==> src/imem.hex <==
// one 32-bit instruction word per line, word 0 first
// word layout A5, word index (2 hex digits), byte address (4 hex digits)
A5000000
A5010004
A5020008
A503000C
A5040010
A5050014
A5060018
A507001C
A5080020
A5090024
A50A0028
A50B002C
A50C0030
A50D0034
A50E0038
A50F003C
A5100040
A5110044
A5120048
A513004C
A5140050
A5150054
A5160058
A517005C
A5180060
A5190064
A51A0068
A51B006C
A51C0070
A51D0074
A51E0078
A51F007C
A5200080
A5210084
A5220088
A523008C
A5240090
A5250094
A5260098
A527009C
A52800A0
A52900A4
A52A00A8
A52B00AC
A52C00B0
A52D00B4
A52E00B8
A52F00BC
A53000C0
A53100C4
A53200C8
A53300CC
A53400D0
A53500D4
A53600D8
A53700DC
A53800E0
A53900E4
A53A00E8
A53B00EC
A53C00F0
A53D00F4
A53E00F8
A53F00FC
==> src/common/fetch_pkg.sv <==
package fetch_pkg;

	// ~~~~~~~~~~~~~~~~~~~~~~~~~~~~~~~~~~~~~~
	// sizes and timing
	// ~~~~~~~~~~~~~~~~~~~~~~~~~~~~~~~~~~~~~~
	localparam int ADDR_W      = 32;
	localparam int DATA_W      = 32;
	localparam int NUM_REQS    = 2; // max fetches in flight
	localparam int FIFO_DEPTH  = 3; // NUM_REQS plus one slot of slack
	localparam int MEM_WORDS   = 64;
	localparam int MEM_LATENCY = 2; // grant to rvalid

	// non-executable byte window, upper bound exclusive
	localparam logic [ADDR_W-1:0] NX_BASE  = ADDR_W'(8'hC0);
	localparam logic [ADDR_W-1:0] NX_LIMIT = ADDR_W'(9'h100);

	// ~~~~~~~~~~~~~~~~~~~~~~~~~~~~~~~~~~~~~~
	// bus and entry types
	// ~~~~~~~~~~~~~~~~~~~~~~~~~~~~~~~~~~~~~~
	typedef struct packed {
		logic              valid;
		logic [ADDR_W-1:0] addr; // word aligned
	} fetch_req_t;

	typedef struct packed {
		logic              gnt;
		logic              rvalid;
		logic [DATA_W-1:0] rdata;
		logic              err;     // out of range, with rvalid
		logic              pmp_err; // replaces gnt
	} fetch_rsp_t;

	typedef struct packed {
		logic [DATA_W-1:0] instr;
		logic [ADDR_W-1:0] addr;
		logic              err;
	} fetch_entry_t;

endpackage

==> src/prefetch/fetch_fifo.sv <==
module fetch_fifo (
	input  logic                         clk_i,
	input  logic                         rst_ni,
	input  logic                         clear_i,
	input  logic [fetch_pkg::ADDR_W-1:0] clear_addr_i,
	input  logic                         in_valid_i,
	input  logic [fetch_pkg::DATA_W-1:0] in_rdata_i,
	input  logic                         in_err_i,
	output logic                         in_ready_o,
	output logic                         out_valid_o,
	input  logic                         out_ready_i,
	output fetch_pkg::fetch_entry_t      out_entry_o
);
	import fetch_pkg::*;

	logic [FIFO_DEPTH-1:0] valid_q;
	logic [FIFO_DEPTH-1:0] valid_pushed;
	logic [FIFO_DEPTH-1:0] valid_d;
	logic [FIFO_DEPTH-1:0] push_slot;
	logic [DATA_W-1:0]     rdata_q [FIFO_DEPTH];
	logic [DATA_W-1:0]     rdata_d [FIFO_DEPTH];
	logic                  err_q   [FIFO_DEPTH];
	logic                  err_d   [FIFO_DEPTH];
	logic [ADDR_W-1:0]     addr_q;
	logic                  pop;

	assign pop = valid_q[0] & out_ready_i;

	// entries packed from index 0, head is always slot 0
	assign push_slot = in_valid_i ? ((valid_q + 1'b1) & ~valid_q) : '0;
	assign valid_pushed = valid_q | push_slot;
	assign valid_d = clear_i ? '0 : (pop ? (valid_pushed >> 1) : valid_pushed);

	// room for every response that may still be in flight, plus the next one
	assign in_ready_o = pop ? ~valid_q[FIFO_DEPTH-NUM_REQS] :
		~valid_q[FIFO_DEPTH-NUM_REQS-1];

	always_comb begin
		for (int i = 0; i < FIFO_DEPTH; i++) begin
			rdata_d[i] = push_slot[i] ? in_rdata_i : rdata_q[i];
			err_d[i] = push_slot[i] ? in_err_i : err_q[i];
		end
		if (pop) begin
			for (int i = 0; i < FIFO_DEPTH - 1; i++) begin
				rdata_d[i] = rdata_d[i+1]; // ascending, so reads the pushed value
				err_d[i] = err_d[i+1];
			end
		end
	end

	always_ff @(posedge clk_i or negedge rst_ni) begin
		if (!rst_ni) begin
			valid_q <= '0;
		end else begin
			valid_q <= valid_d;
		end
	end

	always_ff @(posedge clk_i) begin
		rdata_q <= rdata_d;
		err_q <= err_d;
	end

	// head address follows the pops, entries carry none
	always_ff @(posedge clk_i or negedge rst_ni) begin
		if (!rst_ni) begin
			addr_q <= '0;
		end else if (clear_i) begin
			addr_q <= {clear_addr_i[ADDR_W-1:2], 2'b00};
		end else if (pop) begin
			addr_q <= addr_q + ADDR_W'(4);
		end
	end

	assign out_valid_o = valid_q[0];
	assign out_entry_o.instr = rdata_q[0];
	assign out_entry_o.addr = addr_q;
	assign out_entry_o.err = err_q[0];

endmodule

==> src/prefetch/prefetch_buffer.sv <==
module prefetch_buffer (
	input  logic                         clk_i,
	input  logic                         rst_ni,
	input  logic                         req_i,
	input  logic                         branch_i,
	input  logic [fetch_pkg::ADDR_W-1:0] branch_addr_i,
	input  logic                         ready_i,
	output logic                         valid_o,
	output fetch_pkg::fetch_entry_t      entry_o,
	output fetch_pkg::fetch_req_t        mem_req_o,
	input  fetch_pkg::fetch_rsp_t        mem_rsp_i,
	output logic                         busy_o
);
	import fetch_pkg::*;

	logic                valid_new_req;
	logic                new_fetch;
	logic                valid_req;
	logic                valid_req_q;
	logic                discard_req_d;
	logic                discard_req_q;
	logic                accept;
	logic                rsp_done;
	logic                slot_free;
	logic [NUM_REQS-1:0] outstanding_q;
	logic [NUM_REQS-1:0] outstanding_s;
	logic [NUM_REQS-1:0] discard_q;
	logic [NUM_REQS-1:0] discard_s;
	logic [NUM_REQS-1:0] discard_d;
	logic [NUM_REQS-1:0] pmp_err_q;
	logic [NUM_REQS-1:0] pmp_err_s;
	logic [NUM_REQS-1:0] new_slot;
	logic [ADDR_W-1:0]   branch_addr_w;
	logic [ADDR_W-1:0]   fetch_addr_q;
	logic [ADDR_W-1:0]   fetch_addr_d;
	logic [ADDR_W-1:0]   stored_addr_q;
	logic [ADDR_W-1:0]   req_addr;
	logic                fifo_push;
	logic                fifo_err;
	logic [DATA_W-1:0]   fifo_rdata;
	logic                fifo_ready;

	assign branch_addr_w = {branch_addr_i[ADDR_W-1:2], 2'b00};

	// ~~~~~~~~~~~~~~~~~~~~~~~~~~~~~~~~~~~~~~
	// request side
	// ~~~~~~~~~~~~~~~~~~~~~~~~~~~~~~~~~~~~~~
	// oldest slot retires on rvalid, or at once for a pmp error
	assign rsp_done = outstanding_q[0] & (mem_rsp_i.rvalid | pmp_err_q[0]);
	assign slot_free = ~outstanding_q[NUM_REQS-1] | rsp_done; // retiring slot can be reused

	assign valid_new_req = req_i & (fifo_ready | branch_i) & slot_free;
	assign new_fetch = valid_new_req & ~valid_req_q;
	assign valid_req = valid_req_q | valid_new_req;
	assign accept = valid_req & (mem_rsp_i.gnt | mem_rsp_i.pmp_err);

	// a waiting request that sees a branch is fetched but thrown away
	assign discard_req_d = valid_req_q & (branch_i | discard_req_q);

	assign req_addr = valid_req_q ? stored_addr_q :
		(branch_i ? branch_addr_w : fetch_addr_q);

	assign fetch_addr_d = (branch_i ? branch_addr_w : fetch_addr_q) +
		(new_fetch ? ADDR_W'(4) : ADDR_W'(0));

	always_ff @(posedge clk_i or negedge rst_ni) begin
		if (!rst_ni) begin
			fetch_addr_q <= '0;
		end else if (branch_i | new_fetch) begin
			fetch_addr_q <= fetch_addr_d;
		end
	end

	always_ff @(posedge clk_i) begin
		if (new_fetch & ~accept) begin
			stored_addr_q <= req_addr; // hold until granted
		end
	end

	// ~~~~~~~~~~~~~~~~~~~~~~~~~~~~~~~~~~~~~~
	// outstanding slots
	// ~~~~~~~~~~~~~~~~~~~~~~~~~~~~~~~~~~~~~~
	assign outstanding_s = rsp_done ? (outstanding_q >> 1) : outstanding_q;
	assign discard_s = rsp_done ? (discard_q >> 1) : discard_q;
	assign pmp_err_s = rsp_done ? (pmp_err_q >> 1) : pmp_err_q;

	// lowest empty slot of the thermometer
	assign new_slot = accept ? ((outstanding_s + 1'b1) & ~outstanding_s) : '0;

	assign discard_d = discard_s | (branch_i ? outstanding_s : '0) |
		(discard_req_d ? new_slot : '0);

	always_ff @(posedge clk_i or negedge rst_ni) begin
		if (!rst_ni) begin
			valid_req_q <= 1'b0;
			discard_req_q <= 1'b0;
			outstanding_q <= '0;
			discard_q <= '0;
			pmp_err_q <= '0;
		end else begin
			valid_req_q <= valid_req & ~accept;
			discard_req_q <= discard_req_d;
			outstanding_q <= outstanding_s | new_slot;
			discard_q <= discard_d;
			pmp_err_q <= pmp_err_s | (mem_rsp_i.pmp_err ? new_slot : '0);
		end
	end

	// ~~~~~~~~~~~~~~~~~~~~~~~~~~~~~~~~~~~~~~
	// response side
	// ~~~~~~~~~~~~~~~~~~~~~~~~~~~~~~~~~~~~~~
	assign fifo_push = rsp_done & ~discard_q[0];
	assign fifo_err = mem_rsp_i.err | pmp_err_q[0];
	assign fifo_rdata = pmp_err_q[0] ? '0 : mem_rsp_i.rdata; // no memory data on pmp

	fetch_fifo u_fifo (
		.clk_i        (clk_i),
		.rst_ni       (rst_ni),
		.clear_i      (branch_i),
		.clear_addr_i (branch_addr_i),
		.in_valid_i   (fifo_push),
		.in_rdata_i   (fifo_rdata),
		.in_err_i     (fifo_err),
		.in_ready_o   (fifo_ready),
		.out_valid_o  (valid_o),
		.out_ready_i  (ready_i),
		.out_entry_o  (entry_o)
	);

	assign mem_req_o.valid = valid_req;
	assign mem_req_o.addr = req_addr;

	assign busy_o = (|outstanding_q) | valid_req;

endmodule

==> src/design/instr_mem.sv <==
module instr_mem (
	input  logic                  clk_i,
	input  logic                  rst_ni,
	input  fetch_pkg::fetch_req_t mem_req_i,
	output fetch_pkg::fetch_rsp_t mem_rsp_o
);
	import fetch_pkg::*;

	logic [DATA_W-1:0]      mem [MEM_WORDS];
	logic                   nx_hit;
	logic                   range_err;
	logic                   gnt;
	logic [DATA_W-1:0]      rd_word;
	logic [MEM_LATENCY-1:0] vld_q;
	logic [DATA_W-1:0]      rdata_q [MEM_LATENCY];
	logic                   err_q   [MEM_LATENCY];

	initial begin
		$readmemh("/design/src/imem.hex", mem);
	end

	// execute check on the byte address of the request
	assign nx_hit = (mem_req_i.addr >= NX_BASE) && (mem_req_i.addr < NX_LIMIT);
	assign range_err = mem_req_i.addr >= ADDR_W'(MEM_WORDS * 4);

	assign gnt = mem_req_i.valid & ~nx_hit; // nx requests never reach the array

	assign rd_word = range_err ? '0 :
		mem[mem_req_i.addr[$clog2(MEM_WORDS)+1:2]];

	// ~~~~~~~~~~~~~~~~~~~~~~~~~~~~~~~~~~~~~~
	// fixed latency response pipe
	// ~~~~~~~~~~~~~~~~~~~~~~~~~~~~~~~~~~~~~~
	always_ff @(posedge clk_i or negedge rst_ni) begin
		if (!rst_ni) begin
			vld_q <= '0;
		end else begin
			vld_q <= (vld_q << 1) | MEM_LATENCY'(gnt);
		end
	end

	always_ff @(posedge clk_i) begin
		rdata_q[0] <= rd_word;
		err_q[0] <= range_err;
		for (int i = 1; i < MEM_LATENCY; i++) begin
			rdata_q[i] <= rdata_q[i-1];
			err_q[i] <= err_q[i-1];
		end
	end

	assign mem_rsp_o.gnt = gnt;
	assign mem_rsp_o.rvalid = vld_q[MEM_LATENCY-1];
	assign mem_rsp_o.rdata = rdata_q[MEM_LATENCY-1];
	assign mem_rsp_o.err = vld_q[MEM_LATENCY-1] & err_q[MEM_LATENCY-1]; // only with rvalid
	assign mem_rsp_o.pmp_err = mem_req_i.valid & nx_hit;

endmodule

==> src/design/fetch_top.sv <==
module fetch_top (
	input  logic                         clk_i,
	input  logic                         rst_ni,
	input  logic                         req_i,
	input  logic                         branch_i,
	input  logic [fetch_pkg::ADDR_W-1:0] branch_addr_i,
	input  logic                         ready_i,
	output logic                         valid_o,
	output fetch_pkg::fetch_entry_t      entry_o,
	output logic                         busy_o
);
	import fetch_pkg::*;

	fetch_req_t mem_req; // prefetch to memory
	fetch_rsp_t mem_rsp; // memory to prefetch

	prefetch_buffer u_prefetch (
		.clk_i         (clk_i),
		.rst_ni        (rst_ni),
		.req_i         (req_i),
		.branch_i      (branch_i),
		.branch_addr_i (branch_addr_i),
		.ready_i       (ready_i),
		.valid_o       (valid_o),
		.entry_o       (entry_o),
		.mem_req_o     (mem_req),
		.mem_rsp_i     (mem_rsp),
		.busy_o        (busy_o)
	);

	instr_mem u_imem (
		.clk_i     (clk_i),
		.rst_ni    (rst_ni),
		.mem_req_i (mem_req),
		.mem_rsp_o (mem_rsp)
	);

endmodule

==> config.mk <==
export PLATFORM = sky130hd
export DESIGN_NAME = fetch_top
export DESIGN_NICKNAME = d
export VERILOG_FILES = /design/src/common/fetch_pkg.sv /design/src/prefetch/fetch_fifo.sv /design/src/prefetch/prefetch_buffer.sv /design/src/design/instr_mem.sv /design/src/design/fetch_top.sv
export SDC_FILE = /design/constraint.sdc
export NUM_CORES = 1
export LEC_CHECK = 0
export BUFFER_PORTS_ARGS = -buffer_cell sky130_fd_sc_hd__clkbuf_2
export CAP_MARGIN = 10
export CELL_PAD_IN_SITES_DETAIL_PLACEMENT = 0
export CELL_PAD_IN_SITES_GLOBAL_PLACEMENT = 1
export CORE_ASPECT_RATIO = 0.5
export CORE_MARGIN = 3
export CORE_UTILIZATION = 25
export DETAILED_ROUTE_END_ITERATION = 7
export PLACE_DENSITY_LB_ADDON = 0.1
export SLEW_MARGIN = 20
export SYNTH_ARGS = -nofsm -noshare
export SYNTH_HDL_FRONTEND = slang
export SYNTH_SLANG_ARGS = --single-unit
==> constraint.sdc <==
create_clock -name clk_i -period 7.21 [get_ports clk_i]
set_input_delay 0.721 -clock clk_i [delete_from_list [all_inputs] [get_ports clk_i]]
set_output_delay 0.721 -clock clk_i [all_outputs]
set_load 0.005 [all_outputs]
* Word level (Yosys, flattened, before mapping)
Memory sizes are Yosys's and may differ from the RTL's.
Cells that the tools add are included.
** Word-level totals
- Bits in registers :: 208
- Memory bits (writable) :: 66
- Bits of input ports :: 37
- Output and inout port bits :: 67
- Word-level logic and storage cells :: 94
- Memories :: 2
** Memories
- u_imem.rdata_q :: depth 2, width 32, rd ports 2, clocked after memory_dff 0, wr ports 2, line instr_mem.sv:15 : logic [DATA_W-1:0] rdata_q [MEM_LATENCY];
- u_imem.err_q :: depth 2, width 1, rd ports 2, clocked after memory_dff 0, wr ports 2, line instr_mem.sv:16 : logic err_q [MEM_LATENCY];
** Cells by class
- Add/subtract/negate cells :: 4
- $lt $le $gt $ge :: 3
- Mux-type cells :: 26
- Bitwise gates (word level) :: 39
- Reductions and logical operators :: 4
** Operators with widths (number)
- 32-bit two-way mux :: 9
- 64-bit two-way mux :: 1
- 32-bit by 3-bit adder with 32-bit output (second input constant) :: 1
- 32-bit adder :: 1
- 32-bit by 8-bit >= comparator with 1-bit output (second input constant) :: 1
- 32-bit by 9-bit >= comparator with 1-bit output (second input constant) :: 1
- 32-bit by 9-bit < comparator with 1-bit output (second input constant) :: 1
- 2-bit two-way mux :: 8
- 1-bit bitwise AND :: 13
- 3-bit two-way mux :: 4
- 1-bit bitwise OR :: 9
- 2-bit bitwise OR :: 4
- 1-bit inverter :: 7
- 1-bit two-way mux :: 4
- 2-bit nonzero test :: 2
- 3-bit by 1-bit adder with 3-bit output (second input constant) :: 1
- 3-bit bitwise AND :: 1
- 3-bit inverter :: 1
- 3-bit bitwise OR :: 1
- 2-bit by 1-bit adder with 2-bit output (second input constant) :: 1
- 2-bit bitwise AND :: 1
- 2-bit inverter :: 1
- 2-bit by 1-bit bitwise OR with 2-bit output :: 1
- 2-bit OR reduction :: 1
- 1-bit logical AND :: 1

* Depth between registers and ports, before layout
- Depth in word-level cells :: 12
- Gate-level depth with buffers :: 14
- Gate-level depth less buffers :: 11

* By module
From an unflattened synthesis, not the netlist that was laid out.
** Unflattened totals
- Cells, all modules :: 1068
- Area, all modules :: 11268.3 µm²
** Modules (own cells, without submodules)
- fetch_fifo :: times used 1, cells each 536, area each 5925.7 µm²
- prefetch_buffer :: times used 1, cells each 479, area each 4911.0 µm²
- instr_mem :: times used 1, cells each 53, area each 431.7 µm²

* Worst setup path after synthesis
No wires, ideal clock.
- Kind :: reg-to-reg
- Start point :: reg u_prefetch.outstanding_q[0]
- End point :: reg u_prefetch.u_fifo.err_q, in the netlist u_prefetch.u_fifo.out_entry_o[0] (enable)
- Arrival :: 3.102 ns
- Data required time :: 6.737 ns
- Path slack :: 3.635 ns
- Stages on the path, launching flop included :: 3
- Buffers on the path :: 0
- Cells stage by stage :: dfrtp_1 > o21ai_0 > o31ai_1
** On the way
- Word-level cells in the longest chain between the ends :: 4
** RTL lines
- start, declared :: line prefetch_buffer.sv:25 : logic [NUM_REQS-1:0] outstanding_q;
- start signal, assigned :: line prefetch_buffer.sv:103 : outstanding_q <= outstanding_s | new_slot;
- 1-bit bitwise AND :: line prefetch_buffer.sv:49 : assign rsp_done = outstanding_q[0] & (mem_rsp_i.rvalid | pmp_err_q[0]);
- 1-bit bitwise AND :: line prefetch_buffer.sv:112 : assign fifo_push = rsp_done & ~discard_q[0];
- 3-bit two-way mux :: line fetch_fifo.sv:30 : assign push_slot = in_valid_i ? ((valid_q + 1'b1) & ~valid_q) : '0;
- 2-bit nonzero test (no source line)
- end signal, assigned :: line fetch_fifo.sv:61 : err_q <= err_d;
- end, declared :: line fetch_fifo.sv:22 : logic err_q [FIFO_DEPTH];
Every way passes these cells.
A chain may end at the register's enable or synchronous reset.

* Worst setup path after layout
- Start point :: in branch_i
- End point :: reg u_prefetch.fetch_addr_q[27]
** On the way
- Word-level cells in the longest chain between the ends :: 6
- Elaborated cells on any way between the ends :: 8
- Those cells by class :: add/sub: 1; mux: 2; bitwise: 5
** RTL lines
- start, declared :: line fetch_top.sv:5 : input logic branch_i,
- 1-bit bitwise OR :: line prefetch_buffer.sv:52 : assign valid_new_req = req_i & (fifo_ready | branch_i) & slot_free;
- 1-bit bitwise AND (2 in a row) :: line prefetch_buffer.sv:52
- 1-bit bitwise AND :: line prefetch_buffer.sv:53 : assign new_fetch = valid_new_req & ~valid_req_q;
- 3-bit two-way mux :: line prefetch_buffer.sv:64 : (new_fetch ? ADDR_W'(4) : ADDR_W'(0));
- 32-bit adder :: line prefetch_buffer.sv:63 : assign fetch_addr_d = (branch_i ? branch_addr_w : fetch_addr_q) +
- end signal, assigned :: line prefetch_buffer.sv:70 : fetch_addr_q <= fetch_addr_d;
- end, declared :: line prefetch_buffer.sv:34 : logic [ADDR_W-1:0] fetch_addr_q;
Several ways; a longest one is shown, not always the timed one.

==> impl_metrics.tcl <==
set metrics [dict create \
    overflow 0 \
    cp_data_required_time_ns 7.52 \
    post-route-period-util_pct 61.82 \
    grt_max_degree 69 \
    drive_gt1_share_pct 16.32 \
    cts.path.max_buffers 2 \
    drv_cap 0 \
    setup_tns_ns 0 \
    clock-skew-final_ns 0.01512 \
    root_buffer "clkbuf_16" \
    total_power_w 0.002737 \
    seq_area_frac_synth_pct 52.06 \
    ys_seq_elements 200 \
    crit_slowest_cell "nand4_1" \
    synth_common_cells "nand2_1 (157), dfrtp_1 (73), dfxtp_1 (68)" \
    hold_viol 0 \
    run_status "finished, final reports clean" \
    cp_data_arrival_time_ns 4.77 \
    vias 6601 \
    synth.area.top_cells "dfrtp_1 (19%), edfxtp_1 (19%), dfxtp_1 (14%)" \
    drtIter0Drc 368 \
    synthArstFlopShare_pct 36.50 \
    die_area_um2 40630 \
    synth_largest_area_cell "dfrtp_1" \
    fin_crit_ns 4.457 \
    place.gp.congestion 0.7527 \
    grt_pass1_wl_um 38030 \
    ant_nets 0 \
    pre_cts_slack_ns 2.194 \
    synth.top_cell.area_share_pct 19.18 \
    synth_most_common_cell "nand2_1" \
    cts_resized 0 \
    finalMaxSlewViolations 0 \
    crit_path_max_incr_delay_ns 0.65 \
    syn_area_per_cell_um2 10.12 \
    r2r_cells 12 \
    postCtsSetupBuffers 0 \
    area_growth_pct 14.54 \
    critPathLaunchType "input port" \
    die_h_um 144.0 \
    ys_types 60 \
    synthCells 941 \
    final.fill_count 3843 \
    power.density_nw_per_um2 250.8 \
    synthFlopType "dfrtp_1" \
    numCtsBuffers 17 \
    worstMarginPinSlew_ns 0.8122 \
    setup.worst_path.class "input port to register" \
    ys_warn_count 0 \
    p_leak_nw 4.518 \
    finalSetupViolCount 0 \
    synth_area_um2 9527 \
    post-route-drc-count 0 \
    grt_pass1_vias 6710 \
    port_buffers 99 \
    antenna_found_initial 0 \
    synth-edff-count 59 \
    drt-total-wl_um 23360 \
    clkTransAtPathRegs_ns 0.08 \
    htree_levels 4 \
    dp.final_hpwl_um 15960 \
    detailed_place.area_um2 10320 \
    antenna_cells 0 \
    rsz0062_at_grt "false" \
    worst_setup_path_end_kind "register" \
    wl_per_cell_um 15.50 \
    start_util_pct 25.94 \
    slew_headroom_pct 45.66 \
    die_x_um 282.1 \
    insertion_delay_ns 0.46 \
    path_cells "buf_4 -> nand2b_1 -> o221ai_1 -> nand2b_1 -> buf_4 -> inv_1 -> ha_1 -> nand4_1 -> a221oi_2 -> nand4_1 -> nor4_1 -> xnor2_1 -> mux2i_1" \
    cp_max_fo 43 \
    peakVddDrop_mv 0.1517 \
    core_um2 36720 \
    cts_tree "built" \
    clock.fmax_mhz 224.4 \
    fin_ws_ns 2.753 \
    fin_nets 1050 \
    cts.sinks 200 \
    min_path_type "input port to async pin" \
    rows 49 \
    io_pins 104 \
    hold_buffers 0 \
    stdcell_area_um2 10910 \
    firstDrtPassIters 4 \
    post_drt_via_cell_ratio 4.380 \
    track_usage_pct 12.05 \
]
state kept, by name, indices dropped and copies added, names as in the netlist, 3 cells and up:
| signal | count |
|---|---|
| u_prefetch.u_fifo.out_entry_o | 33 |
| u_prefetch.u_fifo.addr_q | 30 |
| u_prefetch.stored_addr_q | 26 |
| u_prefetch.fetch_addr_q | 30 |
| u_prefetch.u_fifo.rdata_q | 64 |
| u_prefetch.u_fifo.valid_q | 3 |
cell type report:
class                      count  area, µm²  area share (%)
inverter                      18      67.56          0.6192
sequential                   200       4960           45.45
multi-input combinational    665       4121           37.77
clock buffer                  18      429.2           3.933
tap                          484      605.6           5.550
clock inverter                14      156.4           1.433
timing repair buffer         108      571.8           5.240
routing by layer:
| layer | track usage, % | up-vias | part of all wire [%] |
|---|---|---|---|
| li1 | - | 3314 | - |
| met5 | 0 | - | 0 |
| met2 | 20.15 | 56 | 47 |
| met1 | 15.91 | 3213 | 49 |
| met4 | 3.193 | 0 | 1.2 |
| met3 | 2.597 | 18 | 2.5 |
through the flow:
stage / util, % / cells / hold WS [ns]
6_report: 29.71 / 1507 / 0.08422
3_3_place_gp: 28.11 / 1475 / 0.3123
5_1_grt: 29.71 / 1507 / 0.05782
2_1_floorplan: - / 969 / 0.3096
4_1_cts: 29.70 / 1507 / 0.05390
3_5_place_dp: 28.11 / 1475 / 0.3135
path summary, 6_finish.rpt:
path                                    start                           to  slack (ns)
min in group clk_i         u_imem.err_q[0][0]           u_imem.err_q[0][1]        0.33
hold / removal                         rst_ni  u_prefetch.fetch_addr_q[16]        0.08
setup / recovery                     branch_i  u_prefetch.fetch_addr_q[27]        2.75
setup reg to reg              u_imem.vld_q[1]  u_prefetch.fetch_addr_q[27]        2.92
max in group asynchronous              rst_ni      u_prefetch.discard_q[0]        6.22
hold reg to reg            u_imem.err_q[0][0]           u_imem.err_q[0][1]        0.33
layout by cell type (no fill, tap or decap), drive strengths merged, types with 10 or more instances in the layout:
| cell type | Yosys | final |
|---|---|---|
| edfxtp | 59 | 59 |
| nand2 | 157 | 157 |
| a21oi | 10 | 10 |
| inv | 17 | 23 |
| nor3 | 11 | 11 |
| nor2 | 24 | 24 |
| o21ai | 61 | 61 |
| conb | 1 | 29 |
| mux2i | 50 | 50 |
| and2 | 41 | 41 |
| nand4 | 21 | 21 |
| xor2 | 35 | 35 |
| nor4 | 14 | 14 |
| nand3 | 63 | 63 |
| and3 | 35 | 35 |
| xnor2 | 51 | 51 |
| dfrtp | 73 | 73 |
| dfxtp | 68 | 68 |
| buf | 57 | 11 |
| clkbuf | 29 | 115 |
| mux2 | 10 | 10 |
logic make-up after synthesis:
kind of cell	Yosys count	synth area share, %
multiplexers	60	6.514
flip-flops	200	52.06
buffers and inverters	104	5.989
XOR/XNOR	86	7.906
AND/OR/NAND/NOR	394	21.26
adder cells (fa/ha/maj)	3	0.3941
other	1	0.03936
AO/OA/AOI/OAI	93	5.831
where the power goes:
group / leakage [nW] / switching, W / internal, W
logic: 2.24 / 0.000245 / 0.000153
registers: 2.00 / 0.0000748 / 0.00130
clock network: 0.281 / 0.000502 / 0.000466
total: 4.52 / 0.000821 / 0.00192
critical path: cells and delay by family:
kind / cells / cell delay, ns
adders and majority gates: 1 / 0.28
muxes: 1 / 0.10
xor gates and xnor gates: 1 / 0.18
buffers and inverters: 3 / 1.07
and+or+nand+nor: 5 / 1.70
AOI/OAI and AO/OA: 2 / 0.70
Power figures use the tool's default switching activity.
